## config.mk

```make
export PLATFORM = sky130hd
export DESIGN_NAME = drbg_top
export DESIGN_NICKNAME = d
export VERILOG_FILES = /design/src/logic/drbg_pkg.sv /design/src/logic/sha_if.sv /design/src/logic/sha256_core.sv /design/src/logic/hash_drbg.sv /design/src/logic/reseeder.sv /design/src/logic/drbg_top.sv
export SDC_FILE = /design/constraint.sdc
export NUM_CORES = 2
export LEC_CHECK = 0
export BUFFER_PORTS_ARGS = -buffer_cell sky130_fd_sc_hd__clkbuf_2
export CAP_MARGIN = 20
export CORE_MARGIN = 1
export CORE_UTILIZATION = 45
export CTS_BUF_LIST = sky130_fd_sc_hd__clkbuf_8
export DETAILED_ROUTE_END_ITERATION = 12
export SYNTH_ARGS = -nofsm -noshare
export SYNTH_HDL_FRONTEND = slang
export SYNTH_SLANG_ARGS = --single-unit
```

## constraint.sdc

```tcl
create_clock -name clk -period 16.5 [get_ports clk]
set_clock_uncertainty 0.15 [all_clocks]
set_input_delay 1.65 -clock clk [delete_from_list [all_inputs] [get_ports clk]]
set_output_delay 1.65 -clock clk [all_outputs]
set_load 0.03 [all_outputs]
```

## src/logic/drbg_pkg.sv

```systemverilog
package drbg_pkg;

    localparam int DIGEST_W = 256;
    localparam int BLOCK_W = 512;
    localparam int SEQ_W = 16;

    typedef logic [DIGEST_W-1:0] digest_t; // entropy, state, digest, output
    typedef logic [BLOCK_W-1:0] block_t;
    typedef logic [SEQ_W-1:0] seq_t;

    // one 1 bit after the message, zeros, then 64-bit length of 256
    localparam digest_t MSG_PAD = {1'b1, 191'b0, 64'd256};

    // sha-256 initial hash, H0 in the top word
    localparam digest_t SHA_H0 = {
        32'h6a09e667, 32'hbb67ae85, 32'h3c6ef372, 32'ha54ff53a,
        32'h510e527f, 32'h9b05688c, 32'h1f83d9ab, 32'h5be0cd19
    };

    typedef enum logic [1:0] {
        ST_EMPTY, // no seed yet
        ST_IDLE,
        ST_HASH,  // core busy
        ST_FOLD
    } drbg_state_t;

endpackage

```

## src/logic/sha_if.sv

```systemverilog
`timescale 1ns/1ns

interface sha_if;

    logic init;                  // request strobe
    drbg_pkg::block_t block;
    logic ready;                 // core idle
    drbg_pkg::digest_t digest;
    logic digest_valid;

    modport client (
        output init,
        output block,
        input ready,
        input digest,
        input digest_valid
    );

    modport core (
        input init,
        input block,
        output ready,
        output digest,
        output digest_valid
    );

endinterface

```

## src/logic/sha256_core.sv

```systemverilog
`timescale 1ns/1ns

module sha256_core (
    input logic clk,
    input logic reset,
    sha_if.core sha
);

    logic [31:0] w [16]; // rolling schedule window, w[0] is W_t
    logic [31:0] a, b, c, d, e, f, g, h;
    logic [5:0] round_cnt;
    logic busy;
    logic finish;
    logic start;
    logic [31:0] t1;
    logic [31:0] t2;
    logic [31:0] w_new;

    function automatic logic [31:0] rotr(input logic [31:0] x, input int n);
        return (x >> n) | (x << (32 - n));
    endfunction

    function automatic logic [31:0] big_sigma0(input logic [31:0] x);
        return rotr(x, 2) ^ rotr(x, 13) ^ rotr(x, 22);
    endfunction

    function automatic logic [31:0] big_sigma1(input logic [31:0] x);
        return rotr(x, 6) ^ rotr(x, 11) ^ rotr(x, 25);
    endfunction

    function automatic logic [31:0] small_sigma0(input logic [31:0] x);
        return rotr(x, 7) ^ rotr(x, 18) ^ (x >> 3);
    endfunction

    function automatic logic [31:0] small_sigma1(input logic [31:0] x);
        return rotr(x, 17) ^ rotr(x, 19) ^ (x >> 10);
    endfunction

    // round constant table
    function automatic logic [31:0] k_const(input logic [5:0] idx);
        case (idx)
            6'd0: return 32'h428a2f98;
            6'd1: return 32'h71374491;
            6'd2: return 32'hb5c0fbcf;
            6'd3: return 32'he9b5dba5;
            6'd4: return 32'h3956c25b;
            6'd5: return 32'h59f111f1;
            6'd6: return 32'h923f82a4;
            6'd7: return 32'hab1c5ed5;
            6'd8: return 32'hd807aa98;
            6'd9: return 32'h12835b01;
            6'd10: return 32'h243185be;
            6'd11: return 32'h550c7dc3;
            6'd12: return 32'h72be5d74;
            6'd13: return 32'h80deb1fe;
            6'd14: return 32'h9bdc06a7;
            6'd15: return 32'hc19bf174;
            6'd16: return 32'he49b69c1;
            6'd17: return 32'hefbe4786;
            6'd18: return 32'h0fc19dc6;
            6'd19: return 32'h240ca1cc;
            6'd20: return 32'h2de92c6f;
            6'd21: return 32'h4a7484aa;
            6'd22: return 32'h5cb0a9dc;
            6'd23: return 32'h76f988da;
            6'd24: return 32'h983e5152;
            6'd25: return 32'ha831c66d;
            6'd26: return 32'hb00327c8;
            6'd27: return 32'hbf597fc7;
            6'd28: return 32'hc6e00bf3;
            6'd29: return 32'hd5a79147;
            6'd30: return 32'h06ca6351;
            6'd31: return 32'h14292967;
            6'd32: return 32'h27b70a85;
            6'd33: return 32'h2e1b2138;
            6'd34: return 32'h4d2c6dfc;
            6'd35: return 32'h53380d13;
            6'd36: return 32'h650a7354;
            6'd37: return 32'h766a0abb;
            6'd38: return 32'h81c2c92e;
            6'd39: return 32'h92722c85;
            6'd40: return 32'ha2bfe8a1;
            6'd41: return 32'ha81a664b;
            6'd42: return 32'hc24b8b70;
            6'd43: return 32'hc76c51a3;
            6'd44: return 32'hd192e819;
            6'd45: return 32'hd6990624;
            6'd46: return 32'hf40e3585;
            6'd47: return 32'h106aa070;
            6'd48: return 32'h19a4c116;
            6'd49: return 32'h1e376c08;
            6'd50: return 32'h2748774c;
            6'd51: return 32'h34b0bcb5;
            6'd52: return 32'h391c0cb3;
            6'd53: return 32'h4ed8aa4a;
            6'd54: return 32'h5b9cca4f;
            6'd55: return 32'h682e6ff3;
            6'd56: return 32'h748f82ee;
            6'd57: return 32'h78a5636f;
            6'd58: return 32'h84c87814;
            6'd59: return 32'h8cc70208;
            6'd60: return 32'h90befffa;
            6'd61: return 32'ha4506ceb;
            6'd62: return 32'hbef9a3f7;
            default: return 32'hc67178f2;
        endcase
    endfunction

    assign sha.ready = !busy && !finish;
    assign start = sha.init && sha.ready;

    assign t1 = h + big_sigma1(e) + ((e & f) ^ (~e & g)) + k_const(round_cnt) + w[0];
    assign t2 = big_sigma0(a) + ((a & b) ^ (a & c) ^ (b & c));
    assign w_new = small_sigma1(w[14]) + w[9] + small_sigma0(w[1]) + w[0]; // W_t+16

    always_ff @(posedge clk) begin
        if (reset) begin
            busy <= 1'b0;
            finish <= 1'b0;
            round_cnt <= '0;
            sha.digest_valid <= 1'b0;
        end else begin
            sha.digest_valid <= 1'b0;
            if (start) begin
                busy <= 1'b1;
                round_cnt <= '0;
            end else if (busy) begin
                round_cnt <= round_cnt + 1'b1;
                if (round_cnt == 6'd63) begin
                    busy <= 1'b0;
                    finish <= 1'b1; // final add next
                end
            end else if (finish) begin
                finish <= 1'b0;
                sha.digest_valid <= 1'b1;
            end
        end
    end

    always_ff @(posedge clk) begin
        if (start) begin
            for (int i = 0; i < 16; i++) begin
                w[i] <= sha.block[511-32*i -: 32];
            end
            {a, b, c, d, e, f, g, h} <= drbg_pkg::SHA_H0;
        end else if (busy) begin
            for (int i = 0; i < 15; i++) begin
                w[i] <= w[i+1];
            end
            w[15] <= w_new;
            h <= g;
            g <= f;
            f <= e;
            e <= d + t1;
            d <= c;
            c <= b;
            b <= a;
            a <= t1 + t2;
        end else if (finish) begin
            sha.digest <= {
                a + drbg_pkg::SHA_H0[255:224], b + drbg_pkg::SHA_H0[223:192],
                c + drbg_pkg::SHA_H0[191:160], d + drbg_pkg::SHA_H0[159:128],
                e + drbg_pkg::SHA_H0[127:96], f + drbg_pkg::SHA_H0[95:64],
                g + drbg_pkg::SHA_H0[63:32], h + drbg_pkg::SHA_H0[31:0]
            };
        end
    end

endmodule

```

## src/logic/hash_drbg.sv

```systemverilog
`timescale 1ns/1ns

module hash_drbg (
    input logic clk,
    input logic reset,
    input drbg_pkg::digest_t entropy,
    input logic update,
    input logic next,
    input logic do_reseed,
    output logic init_ready,
    output logic next_ready,
    output drbg_pkg::digest_t random_bits,
    output logic random_valid,
    output logic count_strobe,
    output logic clear_strobe,
    sha_if.client sha
);

    drbg_pkg::drbg_state_t state;
    drbg_pkg::digest_t work_state;
    logic take_update;
    logic take_next;

    assign init_ready = (state == drbg_pkg::ST_EMPTY) || (state == drbg_pkg::ST_IDLE);
    assign next_ready = (state == drbg_pkg::ST_IDLE) && !do_reseed && sha.ready;

    // update wins over next in the same cycle
    assign take_update = update && init_ready;
    assign take_next = next && next_ready && !update;

    assign clear_strobe = take_update;
    assign count_strobe = take_next;

    // state stays put while hashing, so block is steady at init
    assign sha.block = {work_state, drbg_pkg::MSG_PAD};

    always_ff @(posedge clk) begin
        if (reset) begin
            state <= drbg_pkg::ST_EMPTY;
            sha.init <= 1'b0;
            random_valid <= 1'b0;
            random_bits <= '0;
        end else begin
            sha.init <= 1'b0;
            random_valid <= 1'b0;
            case (state)
                drbg_pkg::ST_EMPTY,
                drbg_pkg::ST_IDLE: begin
                    if (take_update) begin
                        state <= drbg_pkg::ST_IDLE;
                    end else if (take_next) begin
                        state <= drbg_pkg::ST_HASH;
                        sha.init <= 1'b1; // issue cycle
                    end
                end
                drbg_pkg::ST_HASH: begin
                    if (sha.digest_valid) begin
                        random_bits <= sha.digest;
                        random_valid <= 1'b1;
                        state <= drbg_pkg::ST_FOLD;
                    end
                end
                drbg_pkg::ST_FOLD: begin
                    state <= drbg_pkg::ST_IDLE;
                end
                default: begin
                    state <= drbg_pkg::ST_EMPTY;
                end
            endcase
        end
    end

    // working state, new = old + digest + 1 mod 2^256
    always_ff @(posedge clk) begin
        if (take_update) begin
            work_state <= entropy;
        end else if (state == drbg_pkg::ST_FOLD) begin
            work_state <= work_state + random_bits + 1'b1;
        end
    end

endmodule

```

## src/logic/reseeder.sv

```systemverilog
`timescale 1ns/1ns

module reseeder (
    input logic clk,
    input logic reset,
    input logic count_strobe,
    input logic clear_strobe,
    input drbg_pkg::seq_t reseed_limit,
    output logic do_reseed
);

    drbg_pkg::seq_t seq_num;
    drbg_pkg::seq_t seq_next;

    always_comb begin
        seq_next = seq_num;
        if (clear_strobe) begin
            seq_next = '0;
        end else if (seq_num > reseed_limit) begin
            seq_next = reseed_limit; // limit was lowered
        end else if (count_strobe && (seq_num < reseed_limit)) begin
            seq_next = seq_num + 1'b1;
        end
    end

    always_ff @(posedge clk) begin
        if (reset) begin
            seq_num <= '0;
            do_reseed <= 1'b0;
        end else begin
            seq_num <= seq_next;
            do_reseed <= (seq_next == reseed_limit); // zero limit reseeds at once
        end
    end

endmodule

```

## src/logic/drbg_top.sv

```systemverilog
`timescale 1ns/1ns

module drbg_top (
    input logic clk,
    input logic reset,
    input drbg_pkg::digest_t entropy,
    input logic update,
    input logic next,
    input drbg_pkg::seq_t reseed_limit,
    output logic init_ready,
    output logic next_ready,
    output logic do_reseed,
    output drbg_pkg::digest_t random_bits,
    output logic random_valid
);

    logic count_strobe;
    logic clear_strobe;

    sha_if sha_bus ();

    hash_drbg hash_drbg_inst (
        .clk          (clk),
        .reset        (reset),
        .entropy      (entropy),
        .update       (update),
        .next         (next),
        .do_reseed    (do_reseed),
        .init_ready   (init_ready),
        .next_ready   (next_ready),
        .random_bits  (random_bits),
        .random_valid (random_valid),
        .count_strobe (count_strobe),
        .clear_strobe (clear_strobe),
        .sha          (sha_bus.client)
    );

    // request count against the limit
    reseeder reseeder_inst (
        .clk          (clk),
        .reset        (reset),
        .count_strobe (count_strobe),
        .clear_strobe (clear_strobe),
        .reseed_limit (reseed_limit),
        .do_reseed    (do_reseed)
    );

    sha256_core sha256_core_inst (
        .clk   (clk),
        .reset (reset),
        .sha   (sha_bus.core)
    );

endmodule

```

After elaboration in Yosys (flattened, before gate mapping)
Memory sizes are Yosys's and may differ from the RTL's. A register that Yosys moved wholly into a read port is not among the register bits.
Cells that the tools add are included.
Widths: inputs -> output; s select.
{"block": "op_classes", "n_addsub": 22, "multipliers": 0, "div_mod_pow": 0, "magnitude_cmp": 2, "eq_ne": 8, "shift": 0, "mux": 40, "bitwise_logic": 47, "n_reduce_logical": 24}
{"operator": "$mux 256", "count": 2}
{"operator": "$mux 32", "count": 16}
{"operator": "$add 32x32->32", "count": 10}
{"operator": "$xor 32x32->32", "count": 9}
{"operator": "$add 256x1->256 const B", "count": 1}
{"operator": "$add 256x256->256", "count": 1}
{"operator": "$and 32x32->32", "count": 5}
{"operator": "$add 32x31->32 const B", "count": 3}
{"operator": "$add 32x32->32 const B", "count": 3}
{"operator": "$mux 16", "count": 3}
{"operator": "$add 32x29->32 const B", "count": 1}
{"operator": "$add 32x30->32 const B", "count": 1}
{"operator": "$not 32->32", "count": 1}
{"operator": "$or 10x32->32", "count": 1}
{"operator": "$or 13x32->32", "count": 1}
{"operator": "$or 14x32->32", "count": 1}
{"operator": "$or 15x32->32", "count": 1}
{"operator": "$or 19x32->32", "count": 1}
{"operator": "$or 21x32->32", "count": 1}
{"operator": "$or 25x32->32", "count": 1}
{"operator": "$or 26x32->32", "count": 1}
{"operator": "$or 30x32->32", "count": 1}
{"operator": "$or 7x32->32", "count": 1}
{"operator": "$xor 32x22->32", "count": 1}
{"operator": "27 further kinds", "count": 76}
{"block": "word_totals", "register_bits": 1054, "latch_bits": 0, "ramBits": 512, "rom_bits": 2048, "in_bits": 276, "out_inout_bits": 260, "elab_cells": 165, "n_memories": 2}
{"name": "(name not given)", "words": 64, "word_bits": 32, "read_ports": 1, "rd_ports_with_merged_regs": 1, "write_ports": 0, "line_no": "sha256_core.sv:41", "text": "case (idx)"}
{"name": "sha256_core_inst.w", "words": 16, "word_bits": 32, "read_ports": 16, "rd_ports_with_merged_regs": 0, "write_ports": 16, "line_no": "sha256_core.sv:9", "text": "logic [31:0] w [16];"}

Logic depth before layout (Yosys ltp)
{"block": "logic_depth", "ltp_word": 10, "ltp_mapped": 38, "depth_no_buf": 37}

Cells and area by module
From an unflattened synthesis, not the netlist that was laid out.
{"block": "unflattened", "hier_cells": 11407, "hier_area_um2": 102318.1}
{"mod": "sha256_core", "n_inst": 1, "cells_each": 5743, "area_per_inst_um2": 59854.9, "seq_area_each_um2": 29007.8}
{"mod": "hash_drbg", "n_inst": 1, "cells_each": 5399, "area_per_inst_um2": 40461.3, "seq_area_each_um2": 12892.4}
{"mod": "reseeder", "n_inst": 1, "cells_each": 265, "area_per_inst_um2": 2001.9, "seq_area_each_um2": 340.3}

Worst setup path before layout
No wires, ideal clock.
{"block": "synth_timing", "path_kind": "register to register", "startpoint": "reg sha256_core_inst.busy", "endpoint": "mem sha256_core_inst.w[0][0], enable pin", "setup_time_ns": 1.077, "arrival_ns": 15.166, "required_ns": 15.273, "path_slack_ns": 0.108, "stages_incl_launch_ff": 6, "path_buffers": 3, "synth_period_minus_slack_ns": 16.392, "cell_sequence": "dfxtp_1 > clkbuf_1 > clkbuf_1 > a21oi_1 > inv_1 > clkbuf_1"}
{"item": "start, declared", "line_no": "sha256_core.sv:12", "text": "logic busy;"}
{"item": "start signal, assigned", "line_no": "sha256_core.sv:118", "text": "busy <= 1'b0;"}
{"item": "start signal, assigned", "line_no": "sha256_core.sv:125", "text": "busy <= 1'b1;"}
{"item": "start signal, assigned", "line_no": "sha256_core.sv:130", "text": "busy <= 1'b0;"}
{"item": "end, declared", "line_no": "sha256_core.sv:9"}

Worst setup path after layout
{"block": "layout_timing", "startpoint": "reg sha256_core_inst.e[1]", "endpoint": "reg sha256_core_inst.a[28]"}
{"block": "layout_between", "elab_chain_len": 8, "word_cells_on_any_way": 14, "cone_classes": "add/sub (5); bitwise (9)"}
{"item": "start, declared", "line_no": "sha256_core.sv:10", "text": "logic [31:0] a, b, c, d, e, f, g, h;"}
{"item": "start signal, assigned", "line_no": "sha256_core.sv:145", "text": "{a, b, c, d, e, f, g, h} <= drbg_pkg::SHA_H0;"}
{"item": "start signal, assigned", "line_no": "sha256_core.sv:154", "text": "e <= d + t1;"}
{"item": "$or 21x32->32 / $or 26x32->32 (equally long branches)", "line_no": "sha256_core.sv:20", "text": "return (x >> n) | (x << (32 - n));"}
{"item": "$xor 32x32->32 (2 in a row)", "line_no": "sha256_core.sv:28", "text": "return rotr(x, 6) ^ rotr(x, 11) ^ rotr(x, 25);"}
{"item": "$add 32x32->32", "line_no": "sha256_core.sv:112", "text": "assign t1 = h + big_sigma1(e) + ((e & f) ^ (~e & g)) + k_const(round_cnt) + w[0];"}
{"item": "$add 32x32->32 (*) (3 in a row)", "line_no": "sha256_core.sv:112"}
{"item": "$add 32x32->32 (*)", "line_no": "sha256_core.sv:158", "text": "a <= t1 + t2;"}
{"item": "end signal, assigned", "line_no": "sha256_core.sv:145"}
{"item": "end signal, assigned", "line_no": "sha256_core.sv:158"}
{"item": "end, declared", "line_no": "sha256_core.sv:10"}
Mark *: on every way between the ends. The rest lies on a longest branch, timed or not.
A chain may end at the register's enable or synchronous reset.

==> flow_summary.toml <==
[outcome]
outcome = "finished, final reports clean"

[sta]
whs_ps = 317
setup_viol = 0
tightest_slew_ps = 1310
fmax_ghz = 0.119
rsz0062_at_grt = "no"
period_needed_ps = 8390
hold_viol = 0
maxSlewViolCount = 0
setup-tns-final_ps = 0
slew_headroom_pct = 12.4
period_share_pct = 50.8

[worst_setup_path]
end_kind = "flop"
critPathMostFrequentCell = "fa_1"
cp_max_fo = 9
critPathLaunchType = "flop"
path_class = "flop to flop"
slowest_stage = "dfxtp_1"
crit_arrival_ps = 9140
slowest_delay_ps = 590
crit_required_ps = 17250
r2r_end = "sha256_core_inst.a[28]"
r2r-start = "sha256_core_inst.e[1]"
reg2regPathDepth = 32
crit_end = "sha256_core_inst.a[28]"
cp-startpoint = "sha256_core_inst.e[1]"
reg2reg_slack_ps = 8110

[cts]
hold_buffers = 0
cts_made_buffers = 302
insertion_delay_ps = 1070
ctsResizeCount = 0
clk_path_buf_depth = 4
post_cts_buffers = 0
cts_max_level = 5
cts.sinks = 1598
cts_tree = "done"
clk_pin_slew_ps = 70
root_buffer = "clkbuf_8"

[final_layout]
fillers = 20200
stdcell_count = 13800
area_growth_pct = 10.8
drive_above_1_share_pct = 12.7
fin_nets = 11600
final_core_util_pct = 50.2

[logic_synthesis]
yosys-top-cells-count = "nand2_1, a21oi_1, edfxtp_1, nor2_1, o21ai_0"
netlist.area_leader.share_pct = 31.7
syn-num-nets = 11300
synth-main-ff-cell = "edfxtp_1"
ys_warn_count = 0
synth_area_per_cell_sq_um = 9.32
yosysSeqAreaShare_pct = 43.5
synth_area_sq_um = 97000
synth_edf_count = 1024
synth_cell_types = 111
synth_seq_cells = 1598
yosys-top-cells-area = "edfxtp_1, dfxtp_1, a21oi_1, nand2_1, ha_1"
syn_inst = 10400
synthMostInstantiatedCell = "nand2_1"
yosys.area.top_type = "edfxtp_1"
async_flop_share_pct = 0

[drt]
ant_nets = 0
drc = 0
drt-total-wl_um = 427000
viasPerCell = 6.15
vias = 85000
wire_per_inst_um = 30.9
drt_iter0_markers = 10900
first_pass_iters = 10

[hold_path]
min-delay-start = "sha256_core_inst.sha.digest[223]"
min_path_type = "flop to flop"

[placed_design]
place_hpwl_um = 344000
portBuffers = 535
gp_congestion = 1.07
placed_cells = 13300

[floorplanning]
die_w_um = 466
boundaryPins = 536
initial_core_util_pct = 45.3
dieArea_sq_um = 217000
core_region_area_sq_um = 214000
rows = 170
die-height_um = 466

[grt]
met3_usage_pct = 9.72
grt_overflow = 0
antenna_found_initial = 54
grt_max_degree = 117
grt_pass1_wl_um = 590000
grtUsageMet1_pct = 55.1
grt_pass1_vias = 78700
grt_usage_pct = 38.2
grtUsageMet2_pct = 54.4
gr-max-usage-layer = "met1"

[run]
maxCapViolCount = 0
==> layout by cell type, fill, tap and decap left out, types with 62 or more instances in the layout <==
master    instances
a21o_1          157
a21oi_1        1166
a31oi_1          73
and2_1          258
buf_4            91
clkbuf_2        534
clkbuf_8        328
dfxtp_1         573
edfxtp_1       1024
fa_1            188
ha_1            421
inv_1           475
mux2_2          264
nand2_1        1474
nand2b_1         62
nand3_1          88
nand4_1         185
nor2_1          816
nor3_1          167
o21a_1           82
o21ai_0         643
o21bai_1        117
xnor2_1         571
xor2_1          260
==> worst min path at each step <==
stage / endpoint / slack [ps] / cells past startpoint
detailed placement: sha256_core_inst.sha.digest[65] / 320 / 0
CTS: hash_drbg_inst.random_bits[223] / 310 / 2
floorplan: sha256_core_inst.sha.digest[128] / 290 / 0
global route: hash_drbg_inst.random_bits[223] / 340 / 2
global placement: sha256_core_inst.sha.digest[65] / 310 / 0
finish: hash_drbg_inst.random_bits[223] / 320 / 2
==> stage by stage <==
| stage | instance area, sq um | setup slack [ps] |
|---|---|---|
| 2_1_floorplan | 97000 | 108 |
| 3_3_place_gp | 102000 | 8230 |
| 3_5_place_dp | 102000 | 8220 |
| 4_1_cts | 107000 | 8170 |
| 5_1_grt | 107000 | 7610 |
| 6_report | 108000 | 8110 |
==> final cells by class <==
class	instances	area [sq um]	share of cell area, %
Antenna cell	20	50.0	0.0465
Clock buffer	328	4510	4.20
Clock inverter	199	1170	1.09
Inverter	396	1490	1.39
Multi-Input combinational cell	7821	51100	47.5
Sequential cell	1598	42200	39.3
Tap cell	2838	3550	3.30
Timing Repair Buffer	630	3440	3.20
==> routing by layer <==
layer | part of all wire (%) | wire, um
met3 | 11 | 47400
met5 | 0.038 | 161
met1 | 43 | 185000
met4 | 4.2 | 18000
met2 | 41 | 176000
==> registers in the layout (all words and copies together), names as in the netlist, named ones only <==
name,cells
hash_drbg_inst.random_bits,256
sha256_core_inst.sha.digest,256
hash_drbg_inst.state,2
sha256_core_inst.b,32
sha256_core_inst.a,32
reseeder_inst.do_reseed,1
sha256_core_inst.busy,1
hash_drbg_inst.sha.init,1
sha256_core_inst.f,32
sha256_core_inst.d,32
sha256_core_inst.w,512
sha256_core_inst.c,32
hash_drbg_inst.work_state,256
sha256_core_inst.finish,1
sha256_core_inst.e,32
hash_drbg_inst.random_valid,1
sha256_core_inst.sha.digest_valid,1
sha256_core_inst.h,32
reseeder_inst.seq_num,16
sha256_core_inst.round_cnt,6
sha256_core_inst.g,32
==> critical path: cells and delay by family, from the launching register on <==
family,cells,cell delay [ps]
fa+ha+maj,7,2820
compound gates,12,2640
simple gates,6,960
mux,2,640
flops,1,590
buf+inv,4,270
xor+xnor,1,240
==> cells by family after synthesis <==
family / share of synthesized area [%]
buffers and inverters: 3.90
AOI/OAI and AO/OA: 16.6
adders and majority gates: 9.52
muxes: 3.42
DFF: 43.5
xor gates and xnor gates: 7.50
and+or+nand+nor: 15.5
Power is left out: the tool's default activity adds up to more than one toggle a clock period on the data nets, which glitch-free logic cannot reach.
